$ cat src/design/cache_geom_pkg.sv
// Address split, way and set counts, and tag and LRU list widths of the cache
`default_nettype none

package cache_geom_pkg;

    // Request address is split into a high tag part and a low set index
    localparam int ADDR_BITS = 12;
    localparam int SET_BITS = 6;
    localparam int TAG_BITS = 6;

    // Four ways, addressed by a 2-bit way number
    localparam int WAY_BITS = 2;
    localparam int WAYS = 4;

    // One set per value of the set index
    localparam int SETS = 64;

    // One LRU list holds WAYS slots of WAY_BITS each, slot 0 is the bottom
    localparam int ORDER_BITS = 8;

endpackage

`default_nettype wire

$ cat src/design/cache_ctrl_pkg.sv
// Operation and controller state enums of the tag directory
`default_nettype none

package cache_ctrl_pkg;

    // Operations a requester can send
    typedef enum logic [1:0] {
        OP_LOOKUP,
        OP_INVALIDATE,
        OP_FLUSH
    } cache_op_e;

    // ST_INIT sweeps every set, ST_RESOLVE is the cycle the set data is present
    typedef enum logic [1:0] {
        ST_INIT,
        ST_IDLE,
        ST_RESOLVE
    } ctrl_state_e;

endpackage

`default_nettype wire

$ cat src/design/lru_order_table.sv
// Per-set LRU order memory with registered read set and init, promote and demote updates
`timescale 1ns/10ps
`default_nettype none

module lru_order_table (
    input  logic                               i_clk,
    input  logic                               i_init,
    input  logic                               i_up,
    input  logic                               i_down,
    input  logic [cache_geom_pkg::SET_BITS-1:0] i_raddr,
    input  logic [cache_geom_pkg::SET_BITS-1:0] i_waddr,
    input  logic [cache_geom_pkg::WAY_BITS-1:0] i_way,
    output logic [cache_geom_pkg::WAY_BITS-1:0] o_lru
);

    localparam int WB = cache_geom_pkg::WAY_BITS;
    localparam int NW = cache_geom_pkg::WAYS;
    localparam int TOP = (NW - 1) * WB;

    logic [cache_geom_pkg::ORDER_BITS-1:0] order_mem [cache_geom_pkg::SETS];
    logic [cache_geom_pkg::SET_BITS-1:0]   raddr_q;

    logic [cache_geom_pkg::ORDER_BITS-1:0] rd_list;
    logic [cache_geom_pkg::ORDER_BITS-1:0] init_list;
    logic [cache_geom_pkg::ORDER_BITS-1:0] up_list;
    logic [cache_geom_pkg::ORDER_BITS-1:0] down_list;
    logic [cache_geom_pkg::ORDER_BITS-1:0] wr_list;
    logic                                  wr_en;

    assign rd_list = order_mem[raddr_q];
    assign wr_en = i_init | i_up | i_down;

    // Bottom slot holds the least recently used way
    assign o_lru = rd_list[WB-1:0];

    always_comb begin
        logic shift_up;
        logic shift_down;

        // Slot k holds way k, so way 0 starts as the victim
        for (int k = 0; k < NW; k++) begin
            init_list[k*WB +: WB] = WB'(k);
        end

        // Promote: slots from the way's old position upward move one slot down
        up_list = rd_list;
        shift_up = 1'b0;
        for (int k = 0; k < NW - 1; k++) begin
            if (rd_list[k*WB +: WB] == i_way) begin
                shift_up = 1'b1;
            end
            if (shift_up) begin
                up_list[k*WB +: WB] = rd_list[(k+1)*WB +: WB];
            end
        end
        up_list[TOP +: WB] = i_way;

        // Demote: slots from the way's old position downward move one slot up
        down_list = rd_list;
        shift_down = 1'b0;
        for (int k = NW - 1; k > 0; k--) begin
            if (rd_list[k*WB +: WB] == i_way) begin
                shift_down = 1'b1;
            end
            if (shift_down) begin
                down_list[k*WB +: WB] = rd_list[(k-1)*WB +: WB];
            end
        end
        down_list[WB-1:0] = i_way;
    end

    // Init wins over up, and up wins over down
    always_comb begin
        if (i_init) begin
            wr_list = init_list;
        end else if (i_up) begin
            wr_list = up_list;
        end else begin
            wr_list = down_list;
        end
    end

    always_ff @(posedge i_clk) begin
        raddr_q <= i_raddr;
        if (wr_en) begin
            order_mem[i_waddr] <= wr_list;
        end
    end

endmodule

`default_nettype wire

$ cat src/design/tag_valid_array.sv
// Per-set, per-way tag and valid storage with registered read set and single-way write
`timescale 1ns/10ps
`default_nettype none

module tag_valid_array (
    input  logic                                   i_clk,
    input  logic                                   i_rst_n,
    input  logic                                   i_we,
    input  logic                                   i_valid,
    input  logic                                   i_clr,
    input  logic [cache_geom_pkg::SET_BITS-1:0]     i_raddr,
    input  logic [cache_geom_pkg::SET_BITS-1:0]     i_waddr,
    input  logic [cache_geom_pkg::WAY_BITS-1:0]     i_way,
    input  logic [cache_geom_pkg::TAG_BITS-1:0]     i_tag,
    output logic [cache_geom_pkg::WAYS*cache_geom_pkg::TAG_BITS-1:0] o_tags,
    output logic [cache_geom_pkg::WAYS-1:0]         o_valids
);

    localparam int TB = cache_geom_pkg::TAG_BITS;
    localparam int LINE_BITS = cache_geom_pkg::WAYS * TB;

    // One entry per set, way w sits at bits [w*TB +: TB]
    logic [LINE_BITS-1:0]                tag_mem [cache_geom_pkg::SETS];
    logic [cache_geom_pkg::WAYS-1:0]     valid_mem [cache_geom_pkg::SETS];
    logic [cache_geom_pkg::SET_BITS-1:0] raddr_q;

    always_ff @(posedge i_clk) begin
        if (!i_rst_n) begin
            raddr_q <= '0;
        end else begin
            raddr_q <= i_raddr;
        end
    end

    // A clear of the whole set takes priority over a single-way valid write
    always_ff @(posedge i_clk) begin
        if (i_clr) begin
            valid_mem[i_waddr] <= '0;
        end else if (i_we) begin
            valid_mem[i_waddr][i_way] <= i_valid;
        end
    end

    // The tag is kept on invalidate as well, only the valid bit matters then
    always_ff @(posedge i_clk) begin
        if (i_we) begin
            tag_mem[i_waddr][i_way*TB +: TB] <= i_tag;
        end
    end

    assign o_tags = tag_mem[raddr_q];
    assign o_valids = valid_mem[raddr_q];

endmodule

`default_nettype wire

$ cat src/design/tag_dir_controller.sv
// Controller FSM for init sweep, request acceptance, hit compare, fill and invalidate
`timescale 1ns/10ps
`default_nettype none

module tag_dir_controller (
    input  logic                                   i_clk,
    input  logic                                   i_rst_n,
    input  logic                                   i_req,
    input  cache_ctrl_pkg::cache_op_e              i_op,
    input  logic [cache_geom_pkg::ADDR_BITS-1:0]    i_addr,
    input  logic [cache_geom_pkg::WAYS*cache_geom_pkg::TAG_BITS-1:0] i_tags,
    input  logic [cache_geom_pkg::WAYS-1:0]         i_valids,
    input  logic [cache_geom_pkg::WAY_BITS-1:0]     i_lru,
    output logic [cache_geom_pkg::SET_BITS-1:0]     o_rd_set,
    output logic [cache_geom_pkg::SET_BITS-1:0]     o_wr_set,
    output logic                                   o_lru_init,
    output logic                                   o_lru_up,
    output logic                                   o_lru_down,
    output logic                                   o_tag_we,
    output logic                                   o_tag_valid,
    output logic                                   o_tag_clr,
    output logic [cache_geom_pkg::WAY_BITS-1:0]     o_way,
    output logic [cache_geom_pkg::TAG_BITS-1:0]     o_tag,
    output logic                                   o_ready,
    output logic                                   o_done,
    output logic                                   o_hit,
    output logic [cache_geom_pkg::WAY_BITS-1:0]     o_resp_way
);

    localparam int SB = cache_geom_pkg::SET_BITS;
    localparam int TB = cache_geom_pkg::TAG_BITS;
    localparam int WB = cache_geom_pkg::WAY_BITS;

    cache_ctrl_pkg::ctrl_state_e state_q;
    cache_ctrl_pkg::cache_op_e   op_q;
    logic [SB-1:0]               sweep_q;
    logic [SB-1:0]               set_q;
    logic [TB-1:0]               tag_q;
    logic                        flush_q;
    logic                        done_q;
    logic                        hit_q;
    logic [WB-1:0]               resp_way_q;

    logic                        hit_any;
    logic [WB-1:0]               hit_way;
    logic                        resp_hit;
    logic [WB-1:0]               resp_way;

    assign o_ready = (state_q == cache_ctrl_pkg::ST_IDLE);
    assign o_lru_init = (state_q == cache_ctrl_pkg::ST_INIT);
    assign o_tag_clr = (state_q == cache_ctrl_pkg::ST_INIT);
    assign o_wr_set = (state_q == cache_ctrl_pkg::ST_INIT) ? sweep_q : set_q;
    assign o_tag = tag_q;

    // Read set is taken straight from the request so the data is there in ST_RESOLVE
    always_comb begin
        case (state_q)
            cache_ctrl_pkg::ST_INIT: o_rd_set = sweep_q;
            cache_ctrl_pkg::ST_IDLE: o_rd_set = i_addr[SB-1:0];
            default:                 o_rd_set = set_q;
        endcase
    end

    // Tags are unique within a set, so at most one way can match
    always_comb begin
        hit_any = 1'b0;
        hit_way = '0;
        for (int w = 0; w < cache_geom_pkg::WAYS; w++) begin
            if (i_valids[w] && (i_tags[w*TB +: TB] == tag_q)) begin
                hit_any = 1'b1;
                hit_way = WB'(w);
            end
        end
    end

    always_comb begin
        o_lru_up = 1'b0;
        o_lru_down = 1'b0;
        o_tag_we = 1'b0;
        o_tag_valid = 1'b0;
        o_way = '0;
        resp_hit = 1'b0;
        resp_way = '0;
        if (state_q == cache_ctrl_pkg::ST_RESOLVE) begin
            case (op_q)
                cache_ctrl_pkg::OP_LOOKUP: begin
                    // A miss fills the victim and promotes it in the same write
                    o_way = hit_any ? hit_way : i_lru;
                    o_lru_up = 1'b1;
                    o_tag_we = ~hit_any;
                    o_tag_valid = 1'b1;
                    resp_hit = hit_any;
                    resp_way = hit_any ? hit_way : i_lru;
                end
                cache_ctrl_pkg::OP_INVALIDATE: begin
                    if (hit_any) begin
                        o_way = hit_way;
                        o_lru_down = 1'b1;
                        o_tag_we = 1'b1;
                        resp_hit = 1'b1;
                        resp_way = hit_way;
                    end
                end
                default: begin
                    o_way = '0;
                end
            endcase
        end
    end

    always_ff @(posedge i_clk) begin
        if (!i_rst_n) begin
            state_q <= cache_ctrl_pkg::ST_INIT;
            sweep_q <= '0;
            flush_q <= 1'b0;
            done_q <= 1'b0;
            hit_q <= 1'b0;
            resp_way_q <= '0;
        end else begin
            done_q <= 1'b0;
            case (state_q)
                cache_ctrl_pkg::ST_INIT: begin
                    sweep_q <= sweep_q + 1'b1;
                    if (sweep_q == SB'(cache_geom_pkg::SETS - 1)) begin
                        // Only a flush reports completion, the reset sweep stays silent
                        state_q <= cache_ctrl_pkg::ST_IDLE;
                        done_q <= flush_q;
                        hit_q <= 1'b0;
                        resp_way_q <= '0;
                        flush_q <= 1'b0;
                    end
                end
                cache_ctrl_pkg::ST_IDLE: begin
                    if (i_req) begin
                        if (i_op == cache_ctrl_pkg::OP_FLUSH) begin
                            state_q <= cache_ctrl_pkg::ST_INIT;
                            sweep_q <= '0;
                            flush_q <= 1'b1;
                        end else begin
                            state_q <= cache_ctrl_pkg::ST_RESOLVE;
                        end
                    end
                end
                cache_ctrl_pkg::ST_RESOLVE: begin
                    state_q <= cache_ctrl_pkg::ST_IDLE;
                    done_q <= 1'b1;
                    hit_q <= resp_hit;
                    resp_way_q <= resp_way;
                end
                default: begin
                    state_q <= cache_ctrl_pkg::ST_INIT;
                    sweep_q <= '0;
                end
            endcase
        end
    end

    // Request fields are captured at acceptance and held through ST_RESOLVE
    always_ff @(posedge i_clk) begin
        if (o_ready && i_req) begin
            op_q <= i_op;
            set_q <= i_addr[SB-1:0];
            tag_q <= i_addr[cache_geom_pkg::ADDR_BITS-1 -: TB];
        end
    end

    assign o_done = done_q;
    assign o_hit = hit_q;
    assign o_resp_way = resp_way_q;

endmodule

`default_nettype wire

$ cat src/design/tag_dir_top.sv
// Tag directory top level connecting the controller to the tag/valid and LRU arrays
`timescale 1ns/10ps
`default_nettype none

module tag_dir_top (
    input  logic                                i_clk,
    input  logic                                i_rst_n,
    input  logic                                i_req,
    input  cache_ctrl_pkg::cache_op_e           i_op,
    input  logic [cache_geom_pkg::ADDR_BITS-1:0] i_addr,
    output logic                                o_ready,
    output logic                                o_done,
    output logic                                o_hit,
    output logic [cache_geom_pkg::WAY_BITS-1:0]  o_way
);

    logic [cache_geom_pkg::WAYS*cache_geom_pkg::TAG_BITS-1:0] tags;
    logic [cache_geom_pkg::WAYS-1:0]     valids;
    logic [cache_geom_pkg::WAY_BITS-1:0] lru_way;
    logic [cache_geom_pkg::SET_BITS-1:0] rd_set;
    logic [cache_geom_pkg::SET_BITS-1:0] wr_set;
    logic                                lru_init;
    logic                                lru_up;
    logic                                lru_down;
    logic                                tag_we;
    logic                                tag_valid;
    logic                                tag_clr;
    logic [cache_geom_pkg::WAY_BITS-1:0] upd_way;
    logic [cache_geom_pkg::TAG_BITS-1:0] upd_tag;

    tag_dir_controller u_ctrl (
        .i_clk       (i_clk),
        .i_rst_n     (i_rst_n),
        .i_req       (i_req),
        .i_op        (i_op),
        .i_addr      (i_addr),
        .i_tags      (tags),
        .i_valids    (valids),
        .i_lru       (lru_way),
        .o_rd_set    (rd_set),
        .o_wr_set    (wr_set),
        .o_lru_init  (lru_init),
        .o_lru_up    (lru_up),
        .o_lru_down  (lru_down),
        .o_tag_we    (tag_we),
        .o_tag_valid (tag_valid),
        .o_tag_clr   (tag_clr),
        .o_way       (upd_way),
        .o_tag       (upd_tag),
        .o_ready     (o_ready),
        .o_done      (o_done),
        .o_hit       (o_hit),
        .o_resp_way  (o_way)
    );

    tag_valid_array u_tags (
        .i_clk    (i_clk),
        .i_rst_n  (i_rst_n),
        .i_we     (tag_we),
        .i_valid  (tag_valid),
        .i_clr    (tag_clr),
        .i_raddr  (rd_set),
        .i_waddr  (wr_set),
        .i_way    (upd_way),
        .i_tag    (upd_tag),
        .o_tags   (tags),
        .o_valids (valids)
    );

    lru_order_table u_lru (
        .i_clk   (i_clk),
        .i_init  (lru_init),
        .i_up    (lru_up),
        .i_down  (lru_down),
        .i_raddr (rd_set),
        .i_waddr (wr_set),
        .i_way   (upd_way),
        .o_lru   (lru_way)
    );

endmodule

`default_nettype wire

$ cat config.mk
export PLATFORM = sky130hd
export DESIGN_NAME = tag_dir_top
export DESIGN_NICKNAME = d
export VERILOG_FILES = /design/src/design/cache_geom_pkg.sv /design/src/design/cache_ctrl_pkg.sv /design/src/design/lru_order_table.sv /design/src/design/tag_valid_array.sv /design/src/design/tag_dir_controller.sv /design/src/design/tag_dir_top.sv
export SDC_FILE = /design/constraint.sdc
export NUM_CORES = 2
export LEC_CHECK = 0
export ABC_AREA = 1
export BUFFER_PORTS_ARGS = -buffer_cell sky130_fd_sc_hd__buf_2
export CORE_AREA = 2 2 474 523
export DETAILED_ROUTE_END_ITERATION = 7
export DIE_AREA = 0 0 476 525
export HOLD_SLACK_MARGIN = 0.05
export SLEW_MARGIN = 20
export SYNTH_ARGS = -nofsm -noshare
export SYNTH_HDL_FRONTEND = slang
export SYNTH_SLANG_ARGS = --single-unit
$ cat constraint.sdc
create_clock -name i_clk -period 11.45 [get_ports i_clk]
set_clock_uncertainty 0.2 [all_clocks]
set_input_delay 0 -clock i_clk [delete_from_list [all_inputs] [get_ports i_clk]]
set_output_delay 0 -clock i_clk [all_outputs]
set_load 0.005 [all_outputs]
Yosys cells after proc, flatten, opt, wreduce, memory -nomap -nowiden:

Memory sizes are Yosys's and may differ from the RTL's. A register that Yosys moved wholly into a read port is not among the register bits.
Index checks and enable logic that the tools add are counted.

* shift-type cells: 2
* bitwise logic cells: 8
* add/sub/neg operators: 2
* $mul: 1
* order comparisons: 2
* reduce and logical (&&, ||, !) cells: 14
* equality and inequality tests: 16
* mux-type cells: 67

Operators by type and width (number)
* $neg A5 Y34: 1
* $shift A6 B34 Y24 const A: 1
* $shiftx A6 B34 Y24: 1
* $mux W1: 32
* $mux W2: 15
* $mux W6: 5
* $eq A6 B6 Y1: 4
* $mux W24: 1
* $pmux W6 S3: 1
* $mux W8: 2
* $pmux W6 S2: 1
* $pmux W1 S2: 5
* $eq A2 B2 Y1: 4
* $pmux W2 S2: 2
* $add A6 B1 Y6 const B: 1
* $eq A6 B6 Y1 const B: 1
* $logic_and A1 B1 Y1: 6
* $ne A2 B2 Y1 const B: 3
* $or A1 B1 Y1: 6
* $pmux W2 S3: 1
* $eq A2 B1 Y1 const B: 2
* $eq A2 B2 Y1 const B: 2
* $logic_not A2 Y1: 2
* $mul A2 B2 Y4 const B: 1
* other kinds (9): 12

* bits in registers: 27
* memories: 3
* bits of input ports: 17
* word-level logic and storage cells: 124
* RAM bits: 2304
* output and inout bits: 5

Memory list
* u_tags.tag_mem: words 64, width 24, rd ports 1, clocked after Yosys merged registers in 1, write ports 1, line tag_valid_array.sv:23 `logic [LINE_BITS-1:0] tag_mem [cache_geom_pkg::SETS];`
* u_lru.order_mem: words 64, width 8, rd ports 1, clocked after Yosys merged registers in 1, write ports 1, line lru_order_table.sv:20 `logic [cache_geom_pkg::ORDER_BITS-1:0] order_mem [cache_geom_pkg::SETS];`
* u_tags.valid_mem: words 64, width 4, rd ports 1, clocked after Yosys merged registers in 1, write ports 1, line tag_valid_array.sv:24 `logic [cache_geom_pkg::WAYS-1:0] valid_mem [cache_geom_pkg::SETS];`

Longest topological paths before layout:

* word-level depth: 16
* gate-level depth with buffers: 33
* depth with buffers taken out: 28

By module:

From an unflattened synthesis, not the netlist that was laid out.

* cell total of the unflattened synthesis: 8943
* area total of the unflattened synthesis: 98597.1 µm²

Modules (own cells, without submodules)
* tag_valid_array: times used 1, cells an instance 6741, area an instance 74914.3 µm²
* lru_order_table: times used 1, cells an instance 1895, area an instance 21718.3 µm²
* tag_dir_controller: times used 1, cells an instance 307, area an instance 1964.4 µm²

Worst setup path after synthesis:

OpenSTA, ideal clock, no wires.

* kind: register to register
* start: register with a tool-made name
* end: memory u_tags.tag_mem[0][16] in the netlist's numbering (data pin)
* required time: 10.386 ns
* clock period less this slack: 7.379 ns
* arrival time: 6.315 ns
* stages on the path, launching flop included: 28
* setup time: 0.864 ns
* buffers on the path: 7
* setup slack: 4.071 ns
* cells stage by stage: dfxtp_1 -> buf_4 -> inv_4 -> buf_6 -> buf_6 -> buf_6 -> nand2_1 -> nand3_1 -> nand3_1 -> nand2_1 -> nand2_1 -> nand3_1 -> nand3_1 -> nand2_1 -> nand2_1 -> nand2_1 -> nand3_1 -> nor2_2 -> inv_1 -> nand2_1 -> nand2_2 -> nand2_4 -> nand2_2 -> buf_6 -> buf_2 -> ha_1 -> clkbuf_1 -> nor4_1

RTL lines (line)
* end: declaration: tag_valid_array.sv:23

==> out/metrics.yaml <==
grt_overflow_total: 0
p_leak_nw: 37.4
fin_crit_sh_pct: 67.8
ioPinCount: 22
yosys.area_share.adder_pct: 0.103
end_kind: "flop"
worstPathCellList: "inv_16 -> buf_4 -> nand2_1 -> nand3_1 -> nand3_1 -> nand2_1 -> nand2_1 -> nand3_1 -> nand3_1 -> nand3_1 -> nand2_1 -> nor2_1 -> nand2_1 -> nor2_2 -> nor2_4 -> nand3_4 -> nand2_4 -> nand2_2 -> ha_1 -> inv_1 -> o21ai_0 -> a21oi_1 -> nand2_1 -> clkinv_2"
fin_util_pct: 44.2
setup_viol_count_final: 0
status: "finished clean"
dp_hpwl_microns: 162000
critPathLaunchType: "flop"
worstMarginPinSlew_ns: 1.46
syn_area_sq_mm: 0.0976
clock_path_buffers: 3
maxCapViolations: 0
worstHoldPathType: "in -> reg"
rows: 191
ir_worst_vdd_uv: 179
drtPass1Iterations: 6
crit_path_max_incr_delay_ns: 0.94
async_reset_ff_share_pct: 0
timing.fmax_ghz: 0.129
ys_ff_latch: 2343
crit_path_max_fanout: 249
synth_fp_nets: 8612
synthCells: 8587
detail-route-antenna-nets: 0
grtUsageMet1_pct: 30.5
criticalPathCategory: "reg -> reg"
ctsResizeCount: 0
wl_per_cell_microns: 24.6
start_util_pct: 39.8
cts_tree: "done"
cts_buffers: 230
ys_seq_area_share_pct: 71.9
clock_sinks: 2343
syn_to_final_growth_pct: 10.9
finalHoldWorstSlack_ns: 0.182
portBuffers: 21
path_delay_family: "simple AND/OR/NAND/NOR gates"
cts_root_buf: "clkbuf_16"
core_sq_mm: 0.245
layout-drive-gt1-share_pct: 6.92
final_cells: 11935
synth.distinct_cells: 46
gp_congestion: 0.866
tns_ns: 0
cts.htree.levels: 4
use_met2_pct: 35.8
synth_top_family_by_area: "simple AND/OR/NAND/NOR gates"
arrival_ns: 7.89
first_global_vias: 63543
hold_viol_final: 0
top_usage_layer: "met2"
rsz0062_at_grt: "no"
final_area_sq_mm: 0.108
die_h_microns: 525
insertion_delay_ns: 0.91
chipWidth_microns: 476
die_area_sq_mm: 0.250
dp_cells: 11457
yosys.area_share.xor_xnor_pct: 0.00898
synthFlopType: "edfxtp_1"
fin_nets: 8467
crit_top_cell: "nand2_1"
max-slew-margin-rel_pct: 2.70
grt.met3_usage_pct: 4.61
slew_viol_final: 0
vias_per_cell: 5.60
required_ns: 11.57
crit_slowest_cell: "buf_4"
powerDensity_mw_per_mm2: 164
first_iter_violations: 8625
placed_area_sq_mm: 0.100
fin_crit_ns: 7.77
synth_compound_area_share_pct: 3.19
critPathBufInv: 4
synth.area.mux_share_pct: 0
synth_edf_count: 2318
synth-simple-area-share_pct: 21.6
synth-warning-count: 0
drt-total-wl_microns: 293000
grt_pass1_wl_microns: 428000
drc: 0
grtUsageTotal_pct: 23.0
via_count: 66889
path_clk_slew_ns: 0.06
syn_area_per_cell_sq_um: 11.4
antenna_found_initial: 23
grt_max_degree: 250
## final timing paths
check                  from                     end  slack (ns)  cells after the start
min reg2reg  u_ctrl.flush_q          u_ctrl.flush_q        0.28                      2
max                    flop  u_tags.tag_mem[46][13]        3.68                     24
min               i_addr[2]         u_ctrl.set_q[2]        0.18                      3
max reg2reg            flop  u_tags.tag_mem[46][13]        3.68                     24
## Yosys cell counts, types with 2 or more instances
| master | number | area share, % |
|---|---|---|
| a221o_1 | 5 | 0.051 |
| dfxtp_1 | 25 | 0.51 |
| o21ai_0 | 297 | 1.5 |
| buf_4 | 25 | 0.19 |
| nor2_2 | 4 | 0.026 |
| o211ai_1 | 11 | 0.085 |
| buf_1 | 33 | 0.13 |
| o22ai_1 | 121 | 0.78 |
| o221ai_1 | 20 | 0.18 |
| nand2_4 | 5 | 0.058 |
| a21oi_2 | 3 | 0.027 |
| ha_1 | 8 | 0.10 |
| nor3b_1 | 2 | 0.015 |
| buf_2 | 286 | 1.5 |
| nand2_2 | 5 | 0.032 |
| clkinv_1 | 2 | 0.0077 |
| nand3_1 | 1563 | 8.0 |
| a32o_1 | 8 | 0.082 |
| edfxtp_1 | 2318 | 71 |
| a221oi_1 | 7 | 0.063 |
| nor2_1 | 939 | 3.6 |
| o21ai_1 | 4 | 0.021 |
| buf_6 | 38 | 0.44 |
| o32ai_1 | 4 | 0.036 |
| nand3_2 | 4 | 0.041 |
| a21oi_1 | 53 | 0.27 |
| nor3_1 | 8 | 0.041 |
| nand2_1 | 2495 | 9.6 |
| inv_1 | 84 | 0.32 |
| nor2_4 | 3 | 0.035 |
| o21a_1 | 2 | 0.015 |
| a211oi_1 | 4 | 0.031 |
| clkbuf_1 | 177 | 0.68 |
| inv_2 | 8 | 0.031 |
| nand4_1 | 5 | 0.032 |
## cell families after synthesis
| kind of cell | after synthesis |
|---|---|
| flip-flops | 2343 |
| buffers and inverters | 655 |
| adder cells (fa/ha/maj) | 8 |
| XOR/XNOR | 1 |
| AO/OA/AOI/OAI | 542 |
| AND/OR/NAND/NOR | 5038 |
## per-stage QoR
stage | power (mW) | setup slack [ns]
2_1_floorplan | 10.1 | 4.07
3_3_place_gp | 10.4 | 4.24
3_5_place_dp | 10.4 | 4.13
4_1_cts | 17.8 | 4.05
5_1_grt | 18.2 | 3.43
6_report | 17.7 | 3.68
## per-layer routing
layer,vias up,wire [microns]
met5,-,91
met4,12,15500
met3,708,26300
met2,3264,136000
met1,33032,115000
li1,29873,-
## registers in the layout (all words and copies together), names as in the netlist, named ones only
signal	flops
u_ctrl.flush_q	1
u_ctrl.o_done	1
u_ctrl.o_hit	1
u_ctrl.o_resp_way	2
u_ctrl.o_tag	6
u_ctrl.op_q	2
u_ctrl.set_q	6
u_ctrl.state_q	2
u_ctrl.sweep_q	6
u_lru.order_mem	512
u_tags.tag_mem	1536
u_tags.valid_mem	256
## cells in the final DEF, fill, tap and decap left out, types with 6 or more instances in the layout
master	count
a21oi_1	52
a221oi_1	7
a32o_1	8
buf_12	14
buf_2	21
buf_4	114
bufinv_16	19
clkbuf_1	48
clkbuf_16	234
clkinv_1	53
clkinv_2	55
clkinvlp_4	7
dfxtp_1	17
dfxtp_4	6
diode_2	12
dlygate4sd3_1	34
edfxtp_1	2318
ha_1	8
inv_1	71
inv_2	12
inv_6	9
nand2_1	2458
nand2_2	41
nand2_4	6
nand3_1	1561
nand3_2	6
nor2_1	925
nor2_4	16
o211ai_1	11
o21ai_0	296
o221ai_1	20
o22ai_1	121
## what timing repair did
item	in CTS	in global routing
hold buffers	34	0
endpoints found under the hold margin	53	0
setup buffers	0	0
## power breakdown
group / internal (mW) / switching, mW / total (mW) / leakage [nW]
Sequential: 9.29 / 0.0162 / 9.31 / 20.1
Clock: 4.19 / 3.29 / 7.49 / 3.63
Combinational: 0.261 / 0.677 / 0.938 / 13.7
## worst reg2reg max path, delay by kind of cell, from the launching register on
kind / cells / cell delay (ns)
AOI/OAI and AO/OA: 2 / 0.41
adders and majority gates: 1 / 0.56
buffers and inverters: 4 / 2.81
DFF: 1 / 0.40
and+or+nand+nor: 17 / 2.75
## area by class of cell
| type | count | area [sq um] |
|---|---|---|
| diodes | 12 | 30.0 |
| clock buffers | 285 | 6080 |
| clock inverters | 147 | 1330 |
| fillers | 22396 | 137000 |
| inverters | 95 | 404 |
| multi-input cells | 5589 | 24500 |
| flip-flops and latches | 2343 | 70100 |
| well taps | 3281 | 4110 |
| repair buffers | 183 | 1580 |
No activity file was read; power rests on OpenSTA's default activity.
